--- src/logic/cpu_ctrl_pkg.sv ---
package cpu_ctrl_pkg;

    // Instruction fields
    localparam int opcode_w = 6;
    localparam int funct_w  = 6;

    localparam logic [opcode_w-1:0] OP_RTYPE = 6'h00;
    localparam logic [opcode_w-1:0] OP_ADDI  = 6'h08;
    localparam logic [opcode_w-1:0] OP_ADDIU = 6'h09;

    localparam logic [funct_w-1:0] FN_ADD = 6'h20;
    localparam logic [funct_w-1:0] FN_SUB = 6'h22;
    localparam logic [funct_w-1:0] FN_AND = 6'h24;

    // Fixed memory latencies
    localparam int MEM_WAIT_CYCLES = 3;
    localparam int EXC_WAIT_CYCLES = 8;
    localparam int wait_cnt_w      = 4;

    localparam logic [2:0] ALU_OP_ADD = 3'b001;
    localparam logic [2:0] ALU_OP_AND = 3'b010;
    localparam logic [2:0] ALU_OP_SUB = 3'b011;

    localparam logic [1:0] ALU_A_PC  = 2'b00;
    localparam logic [1:0] ALU_A_REG = 2'b01;

    localparam logic [2:0] ALU_B_REG  = 3'b000;
    localparam logic [2:0] ALU_B_FOUR = 3'b001;
    localparam logic [2:0] ALU_B_IMM  = 3'b010;

    localparam logic [2:0] IORD_PC     = 3'b000;
    localparam logic [2:0] IORD_VECTOR = 3'b010;

    localparam logic [1:0] DST_RT = 2'b00;
    localparam logic [1:0] DST_RD = 2'b01;
    localparam logic [1:0] DST_SP = 2'b10;

    localparam logic [3:0] TOREG_ALU     = 4'b0000;
    localparam logic [3:0] TOREG_SP_INIT = 4'b0100;

    localparam logic [2:0] PC_SRC_ALU    = 3'b000;
    localparam logic [2:0] PC_SRC_VECTOR = 3'b011;

    // Cause written with the EPC
    localparam logic [1:0] EXC_OPCODE   = 2'b00;
    localparam logic [1:0] EXC_OVERFLOW = 2'b01;

    typedef enum logic [2:0] {
        CLS_ADD, CLS_SUB, CLS_AND, CLS_ADDI, CLS_ADDIU, CLS_ILLEGAL
    } instr_class_e;

    typedef enum logic [3:0] {
        S_STACK_INIT, S_FETCH_WAIT, S_FETCH, S_DECODE, S_DISPATCH,
        S_EXEC_ADD, S_EXEC_SUB, S_EXEC_AND, S_EXEC_ADDI, S_EXEC_ADDIU,
        S_CHECK_R, S_CHECK_I, S_WRITE_R, S_WRITE_I,
        S_EXC_WAIT, S_EXC_ENTER
    } ctrl_state_e;

    typedef struct packed {
        logic       pc_write;
        logic       ir_write;
        logic       a_write;
        logic       b_write;
        logic       alu_reg_write;
        logic       epc_write;
        logic       reg_write;
        logic [1:0] reg_dst;
        logic [1:0] except_code;
        logic [1:0] alu_src_a;
        logic [2:0] iord;
        logic [2:0] alu_src_b;
        logic [2:0] alu_op;
        logic [2:0] pc_src;
        logic [3:0] mem_to_reg;
    } ctrl_word_t;

endpackage

--- src/logic/opcode_decoder.sv ---
`timescale 1ns/100ps

module opcode_decoder (
    input  logic [cpu_ctrl_pkg::opcode_w-1:0] opcode,
    input  logic [cpu_ctrl_pkg::funct_w-1:0]  funct,
    output cpu_ctrl_pkg::instr_class_e        cls
);
    import cpu_ctrl_pkg::*;

    instr_class_e rtype_cls;

    // funct only means something under the R-type opcode
    always_comb begin
        case (funct)
            FN_ADD:  rtype_cls = CLS_ADD;
            FN_SUB:  rtype_cls = CLS_SUB;
            FN_AND:  rtype_cls = CLS_AND;
            default: rtype_cls = CLS_ILLEGAL;
        endcase
    end

    always_comb begin
        case (opcode)
            OP_RTYPE: begin
                cls = rtype_cls;
            end
            OP_ADDI: begin
                cls = CLS_ADDI;
            end
            OP_ADDIU: begin
                cls = CLS_ADDIU;
            end
            default: begin
                cls = CLS_ILLEGAL;
            end
        endcase
    end

endmodule

--- src/logic/ctrl_fsm.sv ---
`timescale 1ns/100ps

module ctrl_fsm (
    input  logic                        clk,
    input  logic                        reset,
    input  cpu_ctrl_pkg::instr_class_e  cls,
    input  logic                        ov,
    output cpu_ctrl_pkg::ctrl_state_e   state,
    output logic [1:0]                  exc_code
);
    import cpu_ctrl_pkg::*;

    ctrl_state_e           next_state;
    logic [1:0]            next_exc;
    logic [wait_cnt_w-1:0] wait_cnt;
    logic                  wait_done;
    logic                  in_wait;
    logic                  enter_mem_wait;
    logic                  enter_exc_wait;

    assign wait_done      = (wait_cnt == '0);
    assign in_wait        = (state == S_FETCH_WAIT) || (state == S_EXC_WAIT);
    assign enter_mem_wait = (next_state == S_FETCH_WAIT) && (state != S_FETCH_WAIT);
    assign enter_exc_wait = (next_state == S_EXC_WAIT) && (state != S_EXC_WAIT);

    always_comb begin
        next_state = state;
        next_exc   = exc_code;
        case (state)
            S_STACK_INIT: begin
                next_state = S_FETCH_WAIT;
            end
            S_FETCH_WAIT: begin
                if (wait_done)
                    next_state = S_FETCH;
            end
            S_FETCH: begin
                next_state = S_DECODE;
            end
            S_DECODE: begin
                next_state = S_DISPATCH;
            end
            S_DISPATCH: begin
                case (cls)
                    CLS_ADD:   next_state = S_EXEC_ADD;
                    CLS_SUB:   next_state = S_EXEC_SUB;
                    CLS_AND:   next_state = S_EXEC_AND;
                    CLS_ADDI:  next_state = S_EXEC_ADDI;
                    CLS_ADDIU: next_state = S_EXEC_ADDIU;
                    default: begin
                        next_state = S_EXC_WAIT;
                        next_exc   = EXC_OPCODE;
                    end
                endcase
            end
            S_EXEC_ADD, S_EXEC_SUB, S_EXEC_AND: begin
                next_state = S_CHECK_R;
            end
            S_EXEC_ADDI: begin
                next_state = S_CHECK_I;
            end
            // addiu cannot trap, skip the check
            S_EXEC_ADDIU: begin
                next_state = S_WRITE_I;
            end
            S_CHECK_R, S_CHECK_I: begin
                if (ov) begin
                    next_state = S_EXC_WAIT;
                    next_exc   = EXC_OVERFLOW;
                end else if (state == S_CHECK_R) begin
                    next_state = S_WRITE_R;
                end else begin
                    next_state = S_WRITE_I;
                end
            end
            S_WRITE_R, S_WRITE_I: begin
                next_state = S_FETCH_WAIT;
            end
            S_EXC_WAIT: begin
                if (wait_done)
                    next_state = S_EXC_ENTER;
            end
            S_EXC_ENTER: begin
                next_state = S_FETCH_WAIT;
            end
            default: begin
                next_state = S_STACK_INIT;
            end
        endcase
    end

    always_ff @(posedge clk) begin
        if (reset) begin
            state    <= S_STACK_INIT;
            exc_code <= EXC_OPCODE;
            wait_cnt <= '0;
        end else begin
            state    <= next_state;
            exc_code <= next_exc;
            // Counts down to zero in the last wait cycle
            if (enter_mem_wait)
                wait_cnt <= wait_cnt_w'(MEM_WAIT_CYCLES - 1);
            else if (enter_exc_wait)
                wait_cnt <= wait_cnt_w'(EXC_WAIT_CYCLES - 1);
            else if (in_wait && !wait_done)
                wait_cnt <= wait_cnt - 1'b1;
        end
    end

endmodule

--- src/logic/ctrl_word_gen.sv ---
`timescale 1ns/100ps

module ctrl_word_gen (
    input  cpu_ctrl_pkg::ctrl_state_e state,
    input  logic [1:0]                exc_code,
    output cpu_ctrl_pkg::ctrl_word_t  ctrl
);
    import cpu_ctrl_pkg::*;

    always_comb begin
        ctrl = '0;
        case (state)
            // Load the stack pointer into the register file
            S_STACK_INIT: begin
                ctrl.reg_write  = 1'b1;
                ctrl.reg_dst    = DST_SP;
                ctrl.mem_to_reg = TOREG_SP_INIT;
            end
            // PC + 4 computed while memory is read
            S_FETCH_WAIT, S_FETCH: begin
                ctrl.iord      = IORD_PC;
                ctrl.alu_src_a = ALU_A_PC;
                ctrl.alu_src_b = ALU_B_FOUR;
                ctrl.alu_op    = ALU_OP_ADD;
                ctrl.pc_src    = PC_SRC_ALU;
                ctrl.pc_write  = (state == S_FETCH);
                ctrl.ir_write  = (state == S_FETCH);
            end
            S_DECODE: begin
                ctrl.a_write = 1'b1;
                ctrl.b_write = 1'b1;
            end
            S_EXEC_ADD, S_EXEC_SUB, S_EXEC_AND: begin
                ctrl.alu_src_a     = ALU_A_REG;
                ctrl.alu_src_b     = ALU_B_REG;
                ctrl.alu_reg_write = 1'b1;
                case (state)
                    S_EXEC_SUB: ctrl.alu_op = ALU_OP_SUB;
                    S_EXEC_AND: ctrl.alu_op = ALU_OP_AND;
                    default:    ctrl.alu_op = ALU_OP_ADD;
                endcase
            end
            S_EXEC_ADDI, S_EXEC_ADDIU: begin
                ctrl.alu_src_a     = ALU_A_REG;
                ctrl.alu_src_b     = ALU_B_IMM;
                ctrl.alu_op        = ALU_OP_ADD;
                ctrl.alu_reg_write = 1'b1;
            end
            // Idle while the datapath settles
            S_DISPATCH, S_CHECK_R, S_CHECK_I: begin
                ctrl = '0;
            end
            S_WRITE_R: begin
                ctrl.reg_write  = 1'b1;
                ctrl.reg_dst    = DST_RD;
                ctrl.mem_to_reg = TOREG_ALU;
            end
            S_WRITE_I: begin
                ctrl.reg_write  = 1'b1;
                ctrl.reg_dst    = DST_RT;
                ctrl.mem_to_reg = TOREG_ALU;
            end
            // Cause selects which vector is read
            S_EXC_WAIT: begin
                ctrl.except_code = exc_code;
                ctrl.iord        = IORD_VECTOR;
            end
            S_EXC_ENTER: begin
                ctrl.epc_write = 1'b1;
                ctrl.pc_write  = 1'b1;
                ctrl.pc_src    = PC_SRC_VECTOR;
            end
            default: begin
                ctrl = '0;
            end
        endcase
    end

endmodule

--- src/logic/control_unit.sv ---
`timescale 1ns/100ps

module control_unit (
    input  logic                              clk,
    input  logic                              reset,
    input  logic [cpu_ctrl_pkg::opcode_w-1:0] opcode,
    input  logic [cpu_ctrl_pkg::funct_w-1:0]  funct,
    input  logic                              ov,
    output cpu_ctrl_pkg::ctrl_word_t          ctrl
);
    import cpu_ctrl_pkg::*;

    instr_class_e cls;
    ctrl_state_e  state;
    logic [1:0]   exc_code;

    opcode_decoder decoder_i (
        .opcode (opcode),
        .funct  (funct),
        .cls    (cls)
    );

    ctrl_fsm fsm_i (
        .clk      (clk),
        .reset    (reset),
        .cls      (cls),
        .ov       (ov),
        .state    (state),
        .exc_code (exc_code)
    );

    ctrl_word_gen word_gen_i (
        .state    (state),
        .exc_code (exc_code),
        .ctrl     (ctrl)
    );

endmodule

--- config.mk ---
export PLATFORM = sky130hd
export DESIGN_NAME = control_unit
export DESIGN_NICKNAME = d
export VERILOG_FILES = /design/src/logic/cpu_ctrl_pkg.sv /design/src/logic/opcode_decoder.sv /design/src/logic/ctrl_fsm.sv /design/src/logic/ctrl_word_gen.sv /design/src/logic/control_unit.sv
export SDC_FILE = /design/constraint.sdc
export NUM_CORES = 1
export LEC_CHECK = 0
export ABC_AREA = 0
export BUFFER_PORTS_ARGS = -buffer_cell sky130_fd_sc_hd__buf_2
export CORE_MARGIN = 1
export CORE_UTILIZATION = 45
export CTS_BUF_LIST = sky130_fd_sc_hd__clkbuf_16
export CTS_CLUSTER_SIZE = 14
export DETAILED_ROUTE_END_ITERATION = 10
export GPL_ROUTABILITY_DRIVEN = 0
export PLACE_DENSITY = 0.78
export SETUP_SLACK_MARGIN = 0.02
export SLEW_MARGIN = 15
export SYNTH_ARGS = -nofsm -noshare
export SYNTH_HDL_FRONTEND = slang
export SYNTH_SLANG_ARGS = --single-unit
--- constraint.sdc ---
create_clock -name clk -period 2.4 [get_ports clk]
set_input_delay 0.48 -clock clk [delete_from_list [all_inputs] [get_ports clk]]
set_output_delay 0.48 -clock clk [all_outputs]
set_load 0.01 [all_outputs]
After elaboration in Yosys (flattened, before gate mapping)
Cells that the tools add are included.
{ "totals": {"inputBits": 15, "reg_bits": 10} }
{ "classes": {"n_addsub": 1, "n_eq_ne": 30, "reduce_logical": 22, "muxes": 27} }
{ "ops": {"columns": ["operator", "n"], "rows": [
  ["case mux 4 bit (10 select lines)", 1],
  ["equality test 4 bit, second input constant", 9],
  ["case mux 3 bit (3 select lines)", 3],
  ["case mux 4 bit (5 select lines)", 1],
  ["equality test 6 bit, second input constant", 3],
  ["equality test 4 x 3 -> 1 bit, second input constant", 4],
  ["case mux 5 bit (3 select lines)", 1],
  ["two-way mux 2 bit", 7],
  ["equality test 6 x 4 -> 1 bit, second input constant", 2],
  ["two-way mux 4 bit", 3],
  ["OR reduction 5 bit", 2],
  ["two-way mux 3 bit", 3],
  ["equality test 4 x 1 -> 1 bit, second input constant", 2],
  ["equality test 4 x 2 -> 1 bit, second input constant", 2],
  ["logical NOT 4 bit", 2],
  ["case mux 2 bit (2 select lines)", 2],
  ["OR reduction 2 bit", 4],
  ["equality test 3 x 2 -> 1 bit, second input constant", 2],
  ["logical NOT 6 bit", 1],
  ["OR reduction 3 bit", 2],
  ["two-way mux 1 bit", 5],
  ["inequality test 2 bit, second input constant", 2],
  ["inequality test 4 x 1 -> 1 bit, second input constant", 1],
  ["inequality test 4 bit, second input constant", 1],
  ["other kinds (12)", 15]
]} }

Logic depth before layout (Yosys ltp)
Gate-level depths: netlist of run 1.
{ "depth": {"depth_word": 10, "depth_mapped": 7, "ltp_nobuf": 7} }

Modules after synthesis
A second synthesis of run 1 with hierarchy kept.
{ "unflattened": {"cells_unflattened": 126, "hier_area_um2": 969.7} }
{ "modules_own_cells": {"columns": ["mod", "cells_each", "n_inst", "seq_area_each_um2", "area_each_um2"], "rows": [
  ["ctrl_fsm", 70, 1, 180.2, 600.6],
  ["ctrl_word_gen", 45, 1, 0.0, 300.3],
  ["opcode_decoder", 11, 1, 0.0, 68.8]
]} }

Least setup slack after synthesis of run 1
No wires, ideal clock.
{ "synth_timing": {"path_kind": "reg-to-reg", "from": "register, netlist name fsm_i.wait_cnt[0]", "to": "register fsm_i.exc_code[0]", "stages_incl_launch_ff": 8, "setup_slack_ns": 0.380, "period_less_slack_ns": 2.020, "path_buffers": 0, "t_arrival_ns": 1.934, "t_required_ns": 2.314, "path_cell_list": "dfxtp_1 -> inv_1 -> ha_1 -> or4b_1 -> a211oi_2 -> a211oi_1 -> or3_4 -> a221oi_2"} }
{ "synth_lines": {"columns": ["element", "line_no", "text"], "rows": [
  ["end signal: assignment", "ctrl_fsm.sv:99", "exc_code <= next_exc;"],
  ["end: declaration", "ctrl_fsm.sv:9", "output logic [1:0] exc_code"]
]} }

==> results of run 1 <==
-- where the power goes --
| part | switching (µW) | internal (µW) | total, µW |
|---|---|---|---|
| Sequential | 79.5 | 193 | 272 |
| Clock | 75.4 | 218 | 293 |
| Combinational | 385 | 316 | 702 |
| Total | 540 | 727 | 1270 |
-- logic make-up (layout without fill, tap and decap cells) --
| logic type | after synthesis | count (layout) | share of synthesized area, % |
|---|---|---|---|
| simple gates | 49 | 49 | 33.9 |
| compound gates | 31 | 31 | 23.9 |
| buf+inv | 26 | 46 | 17.4 |
| flops | 9 | 9 | 20.0 |
| xor+xnor | 2 | 2 | 1.94 |
| fa+ha+maj | 1 | 1 | 1.39 |
| other cells | 1 | 10 | 0.416 |
| mux | 1 | 1 | 1.11 |
-- cell type report --
| class | instances | area, µm² | share of cell area, % |
|---|---|---|---|
| Clock inverter | 1 | 3.75 | 0.341 |
| Timing Repair Buffer | 37 | 195 | 17.7 |
| Multi-Input combinational cell | 94 | 598 | 54.3 |
| Tap cell | 25 | 31.3 | 2.84 |
| Clock buffer | 3 | 75.1 | 6.81 |
| Sequential cell | 9 | 180 | 16.3 |
| Inverter | 5 | 18.8 | 1.70 |
-- layer usage --
| metal | share of wire (%) | vias to the layer above |
|---|---|---|
| met1 | 45 | 414 |
| met2 | 46 | 55 |
| met4 | 1.3 | 0 |
| met5 | 0 | - |
| met3 | 7.6 | 4 |
| li1 | - | 467 |
-- worst max-delay path, stage by stage (launching register included) --
cell      delay [ps]
dfxtp_1          310
inv_1             90
ha_1             190
or4b_1           470
a211oi_2         260
a211oi_1         100
or3_4            430
a221oi_2         260
-- flip-flops by register name, indices dropped and copies added (netlist names) --
| register | flops |
|---|---|
| fsm_i.exc_code | 1 |
| fsm_i.wait_cnt | 4 |
| fsm_i.state | 4 |
-- cells in the mapped netlist (2+ instances only) --
cell / n
a21oi_1: 8
a31oi_1: 2
and2_1: 2
buf_1: 2
buf_2: 2
buf_4: 15
clkbuf_1: 2
dfxtp_1: 9
inv_1: 4
nand2_1: 6
nand2b_1: 4
nand3b_1: 2
nand4_1: 2
nor2_1: 10
nor2b_1: 5
nor3_1: 4
nor3b_1: 3
nor4b_2: 2
o21ai_0: 4
o21bai_1: 2
o22ai_1: 6
or2_1: 2
xnor2_1: 2
-- final timing paths --
kind / cells after the start / slack [ps] / endpoint / startpoint
hold reg to reg: 2 / 530 / fsm_i.exc_code[0]$_SDFFE_PP0P_ / fsm_i.exc_code[0]$_SDFFE_PP0P_
setup / recovery: 7 / 210 / fsm_i.exc_code[0]$_SDFFE_PP0P_ / fsm_i.wait_cnt[0]$_SDFFE_PP0P_
setup reg to reg: 7 / 210 / fsm_i.exc_code[0]$_SDFFE_PP0P_ / fsm_i.wait_cnt[0]$_SDFFE_PP0P_
hold / removal: 2 / 530 / fsm_i.exc_code[0]$_SDFFE_PP0P_ / fsm_i.exc_code[0]$_SDFFE_PP0P_
-- through the flow --
stage | setup slack, ps | power (µW) | hold slack (ps) | std cells
after CTS | 223 | 1260 | 509 | 174
after global routing | 116 | 1360 | 523 | 174
after floorplan | 380 | 794 | 450 | 129
after detailed placement | 261 | 955 | 501 | 170
final | 207 | 1270 | 530 | 174
after global placement | 312 | 938 | 507 | 170
-- cells in the final DEF, fill, tap and decap left out, types with 3 or more instances in the layout --
master	netlist	final
nor2b_1	5	5
conb_1	1	10
nor3b_1	3	3
nor2_1	10	10
nand2b_1	4	4
nor3_1	4	4
buf_4	15	4
nand2_1	6	6
dfxtp_1	9	9
o22ai_1	6	6
buf_2	2	33
inv_1	4	5
o21ai_0	4	4
a21oi_1	8	8
clkbuf_16	0	3
==> results.toml, run 1 <==
[final_layout]
syn_to_final_growth_pct = 22.4
n_antenna_cell = 0
nets = 166
final_util_pct = 61.2
fillCellCount = 163
stdcell_area_um2 = 1100
drive_gt1_share_pct = 32.9

[setup_path]
cp.required_ps = 2550
cp-start-kind = "flop"
cp-end-kind = "flop"
critical_path_class = "reg2reg"
worstPathArrival_ps = 2350
worstPathMaxFanout = 5

[sta]
finalSetupViolations = 0
drv_slew = 0
fin_crit_ps = 2190
worst_pin_slew_ps = 525
tns_ps = 0
clock_skew_ps = 0.621
grt_setup_unrepaired = "false"
final-hold-violation-count = 0
fmax_mhz = 456
slew_headroom_pct = 64.7
period_share_pct = 91.4

[place]
placedInstanceArea_um2 = 1020
hpwl_mm = 1.58
port_buffers = 33

[logic_synthesis]
syn_inst = 120
syn_area_um2 = 901
synth-seq-cells = 9
synth.distinct_cells = 43
yosysSeqAreaShare_pct = 20.0
synth_enable_flop_cells = 0
yosysTopAreaCell = "dfxtp_1"
syn_avg_cell_area_um2 = 7.51
synth_top_area_share_pct = 20.0
synthTopCellsByArea = "dfxtp_1 (20%), buf_4 (13%), a21oi_1 (4.4%), nor2_1 (4.2%), o22ai_1 (4.2%)"
async_flop_share_pct = 0
synth_warnings = 0
synth-main-ff-cell = "dfxtp_1"

[route]
routedWlPerCell_um = 12.2
firstDrtPassIters = 4
drc = 0
viasPerCell = 5.40
drtAntennaViolNets = 0
drt_wl_total_mm = 2.12
via_count = 940
drt_iter0_drc = 25

[floorplanning]
rows = 15
fp.coreArea_um2 = 1800
fp.dieH_um = 46.7
start_util_pct = 50.0
fp.dieW_um = 46.7
die_area_um2 = 2180
io_pins = 44

[grt]
antenna_found_initial = 0
grt_start_max_net_pins = 16
top_usage_layer = "met2"
grt_util_met2_pct = 36.4
grt_use_met1_pct = 26.8
grtUsageMet3_pct = 2.69
gr-usage-all-layers_pct = 21.5
grt_pass1_wl_mm = 3.37
overflow = 0
first_global_vias = 814

[clocking]
post_cts_buffers = 0
path_clk_slew_ps = 40
cts_hold_buf = 0
cts_buffers = 3
clock_sinks = 9
cts_tree = "built"
cts_max_level = 1
clkLatencyLatePin_ps = 240
cts_resized = 0
cts_buffer_depth = 2
cts-root-buf = "clkbuf_16"

[power]
ir_worst_vdd_uv = 517
p_leak_uw = 0.000508
power_density_nw_per_um2 = 1150

[worst_hold_path]
hp-class = "reg2reg"

[flow_run]
drv_cap = 0

[status]
status = "finished, final reports clean"
(Power assumes the default switching activity.)
==> inputs of run 2 (changes only) <==
--- a/config.mk
+++ b/config.mk
@@ -13,6 +13,7 @@
 export CTS_CLUSTER_SIZE = 14
 export DETAILED_ROUTE_END_ITERATION = 10
 export GPL_ROUTABILITY_DRIVEN = 0
+export MAX_ROUTING_LAYER = met4
 export PLACE_DENSITY = 0.78
 export SETUP_SLACK_MARGIN = 0.02
 export SLEW_MARGIN = 15
==> constraint.sdc (replaced) <==
create_clock -name clk -period 2.35 [get_ports clk]
set_input_delay 0.47 -clock clk [delete_from_list [all_inputs] [get_ports clk]]
set_output_delay 0.47 -clock clk [all_outputs]
set_load 0.01 [all_outputs]
==> run 2 against run 1 <==
Against the previous run:
- sequential power increased by 2%
- final cell count unchanged
- first-iteration DRC count increased by 20%
- combinational power increased by 1%
- sequential share of layout area unchanged
- total power increased by 1.8%
- via count increased by 0.43%
- largest cell class unchanged
- clock power increased by 3%
- core utilization unchanged
- non-clock buffer count unchanged
- hold slack got worse by 18 ps
==> results.toml, run 2 (synthesized netlist as in run 1, its figures left out) <==
[status]
status = "finished, final reports clean"

[power]
ir_worst_vdd_uv = 549
p_switching_uw = 548
p_leak_uw = 0.000508
p_seq_share_pct = 21.5
intPower_uw = 742
power_uw = 1290
power_density_nw_per_um2 = 1170
clkPwrFrac_pct = 23.3
p_sw_share_pct = 42.5
comb_power_share_pct = 55.2

[route]
via_count = 944
drc = 0
drt_wl_total_mm = 2.06
viasPerCell = 5.43
firstDrtPassIters = 4
drt_iter0_drc = 30
routedWlPerCell_um = 11.9
drtAntennaViolNets = 0

[floorplanning]
die_area_um2 = 2180
fp.dieW_um = 46.7
io_pins = 44
fp.dieH_um = 46.7
start_util_pct = 50.0
fp.coreArea_um2 = 1800
rows = 15

[flow_run]
drv_cap = 0

[setup_path]
worstPathMaxFanout = 5
worstPathArrival_ps = 2320
cp_slowest_cell = "or4b_1"
cp.required_ps = 2500
cpPeakStageDelay_ps = 460
cp-end-kind = "flop"
path_cells = "inv_1 -> ha_1 -> or4b_1 -> a211oi_2 -> a211oi_1 -> or3_4 -> a221oi_2"
critical_path_class = "reg2reg"
cp-start-kind = "flop"

[final_layout]
n_antenna_cell = 0
syn_to_final_growth_pct = 22.4
largestRegisters = "fsm_i.state: 4 flops, fsm_i.wait_cnt: 4 flops, fsm_i.exc_code: 1 flops"
final_util_pct = 61.2
stdcell_area_um2 = 1100
multiInputGateArea_um2 = 598
register_area_um2 = 180
final_cell_mix = "buf_2 (33), nor2_1 (10), conb_1 (10)"
nets = 166
drive_gt1_share_pct = 32.9
fillCellCount = 160
final_common_cell = "buf_2"

[sta]
finalSetupViolations = 0
whs_ps = 512
final-hold-violation-count = 0
fin_crit_ps = 2170
fmax_mhz = 461
tns_ps = 0
period_share_pct = 92.4
drv_slew = 0
clock_skew_ps = 1.10
grt_setup_unrepaired = "false"

[clocking]
clock_sinks = 9
cts-root-buf = "clkbuf_16"
cts_max_level = 1
cts_buffers = 3
cts_resized = 0
cts_buffer_depth = 2
cts_tree = "built"
post_cts_buffers = 0
path_clk_slew_ps = 40
cts_hold_buf = 0
clkLatencyLatePin_ps = 240

[worst_hold_path]
hp-class = "reg2reg"

[grt]
overflow = 0
antenna_found_initial = 0
first_global_vias = 728
gr-usage-all-layers_pct = 21.2
grt_start_max_net_pins = 16
grt_pass1_wl_mm = 3.16

[place]
placedInstanceArea_um2 = 1020
hpwl_mm = 1.57
port_buffers = 33
==> run 2: area by class of cell <==
type,instances,area share (%)
Multi-Input combinational cell,94,54.3
Tap cell,25,2.84
Inverter,5,1.70
Clock inverter,1,0.341
Timing Repair Buffer,37,17.7
Clock buffer,3,6.81
Sequential cell,9,16.3
==> run 2: worst max-delay path, delay by kind of cell, from the launching register on <==
family,cells,cell delay [ps]
simple gates,2,890
flops,1,300
fa+ha+maj,1,180
compound gates,3,630
buf+inv,1,80
==> run 2: worst paths after layout <==
kind / start / end / slack [ps] / cells after the start
worst min register to register: fsm_i.exc_code[0]$_SDFFE_PP0P_ / fsm_i.exc_code[0]$_SDFFE_PP0P_ / 510 / 2
worst min-delay path: fsm_i.exc_code[0]$_SDFFE_PP0P_ / fsm_i.exc_code[0]$_SDFFE_PP0P_ / 510 / 2
worst max-delay path: fsm_i.wait_cnt[0]$_SDFFE_PP0P_ / fsm_i.exc_code[0]$_SDFFE_PP0P_ / 180 / 7
worst max register to register: fsm_i.wait_cnt[0]$_SDFFE_PP0P_ / fsm_i.exc_code[0]$_SDFFE_PP0P_ / 180 / 7
==> run 2: power by group through the flow <==
stage          Sequential, µW  Clock, µW  Combinational, µW
2_1_floorplan             230          0                582
6_report                  277        301                712
3_3_place_gp              272          0                686
5_1_grt                   289        313                784
3_5_place_dp              277          0                698
4_1_cts                   275        302                709
==> run 2: layer usage <==
layer	up-vias	share of wire (%)	GRT usage, %
met1	423	46	27.5
met2	49	46	33.6
met4	0	1.2	8.57
met3	3	6.6	2.31
li1	469	-	-
met5	-	0	-
==> run 2: metrics by stage <==
| step | setup WS [ps] | instances |
|---|---|---|
| floorplan | 330 | 129 |
| global placement | 262 | 170 |
| detailed placement | 216 | 170 |
| CTS | 186 | 174 |
| global route | 91.5 | 174 |
| finish | 179 | 174 |
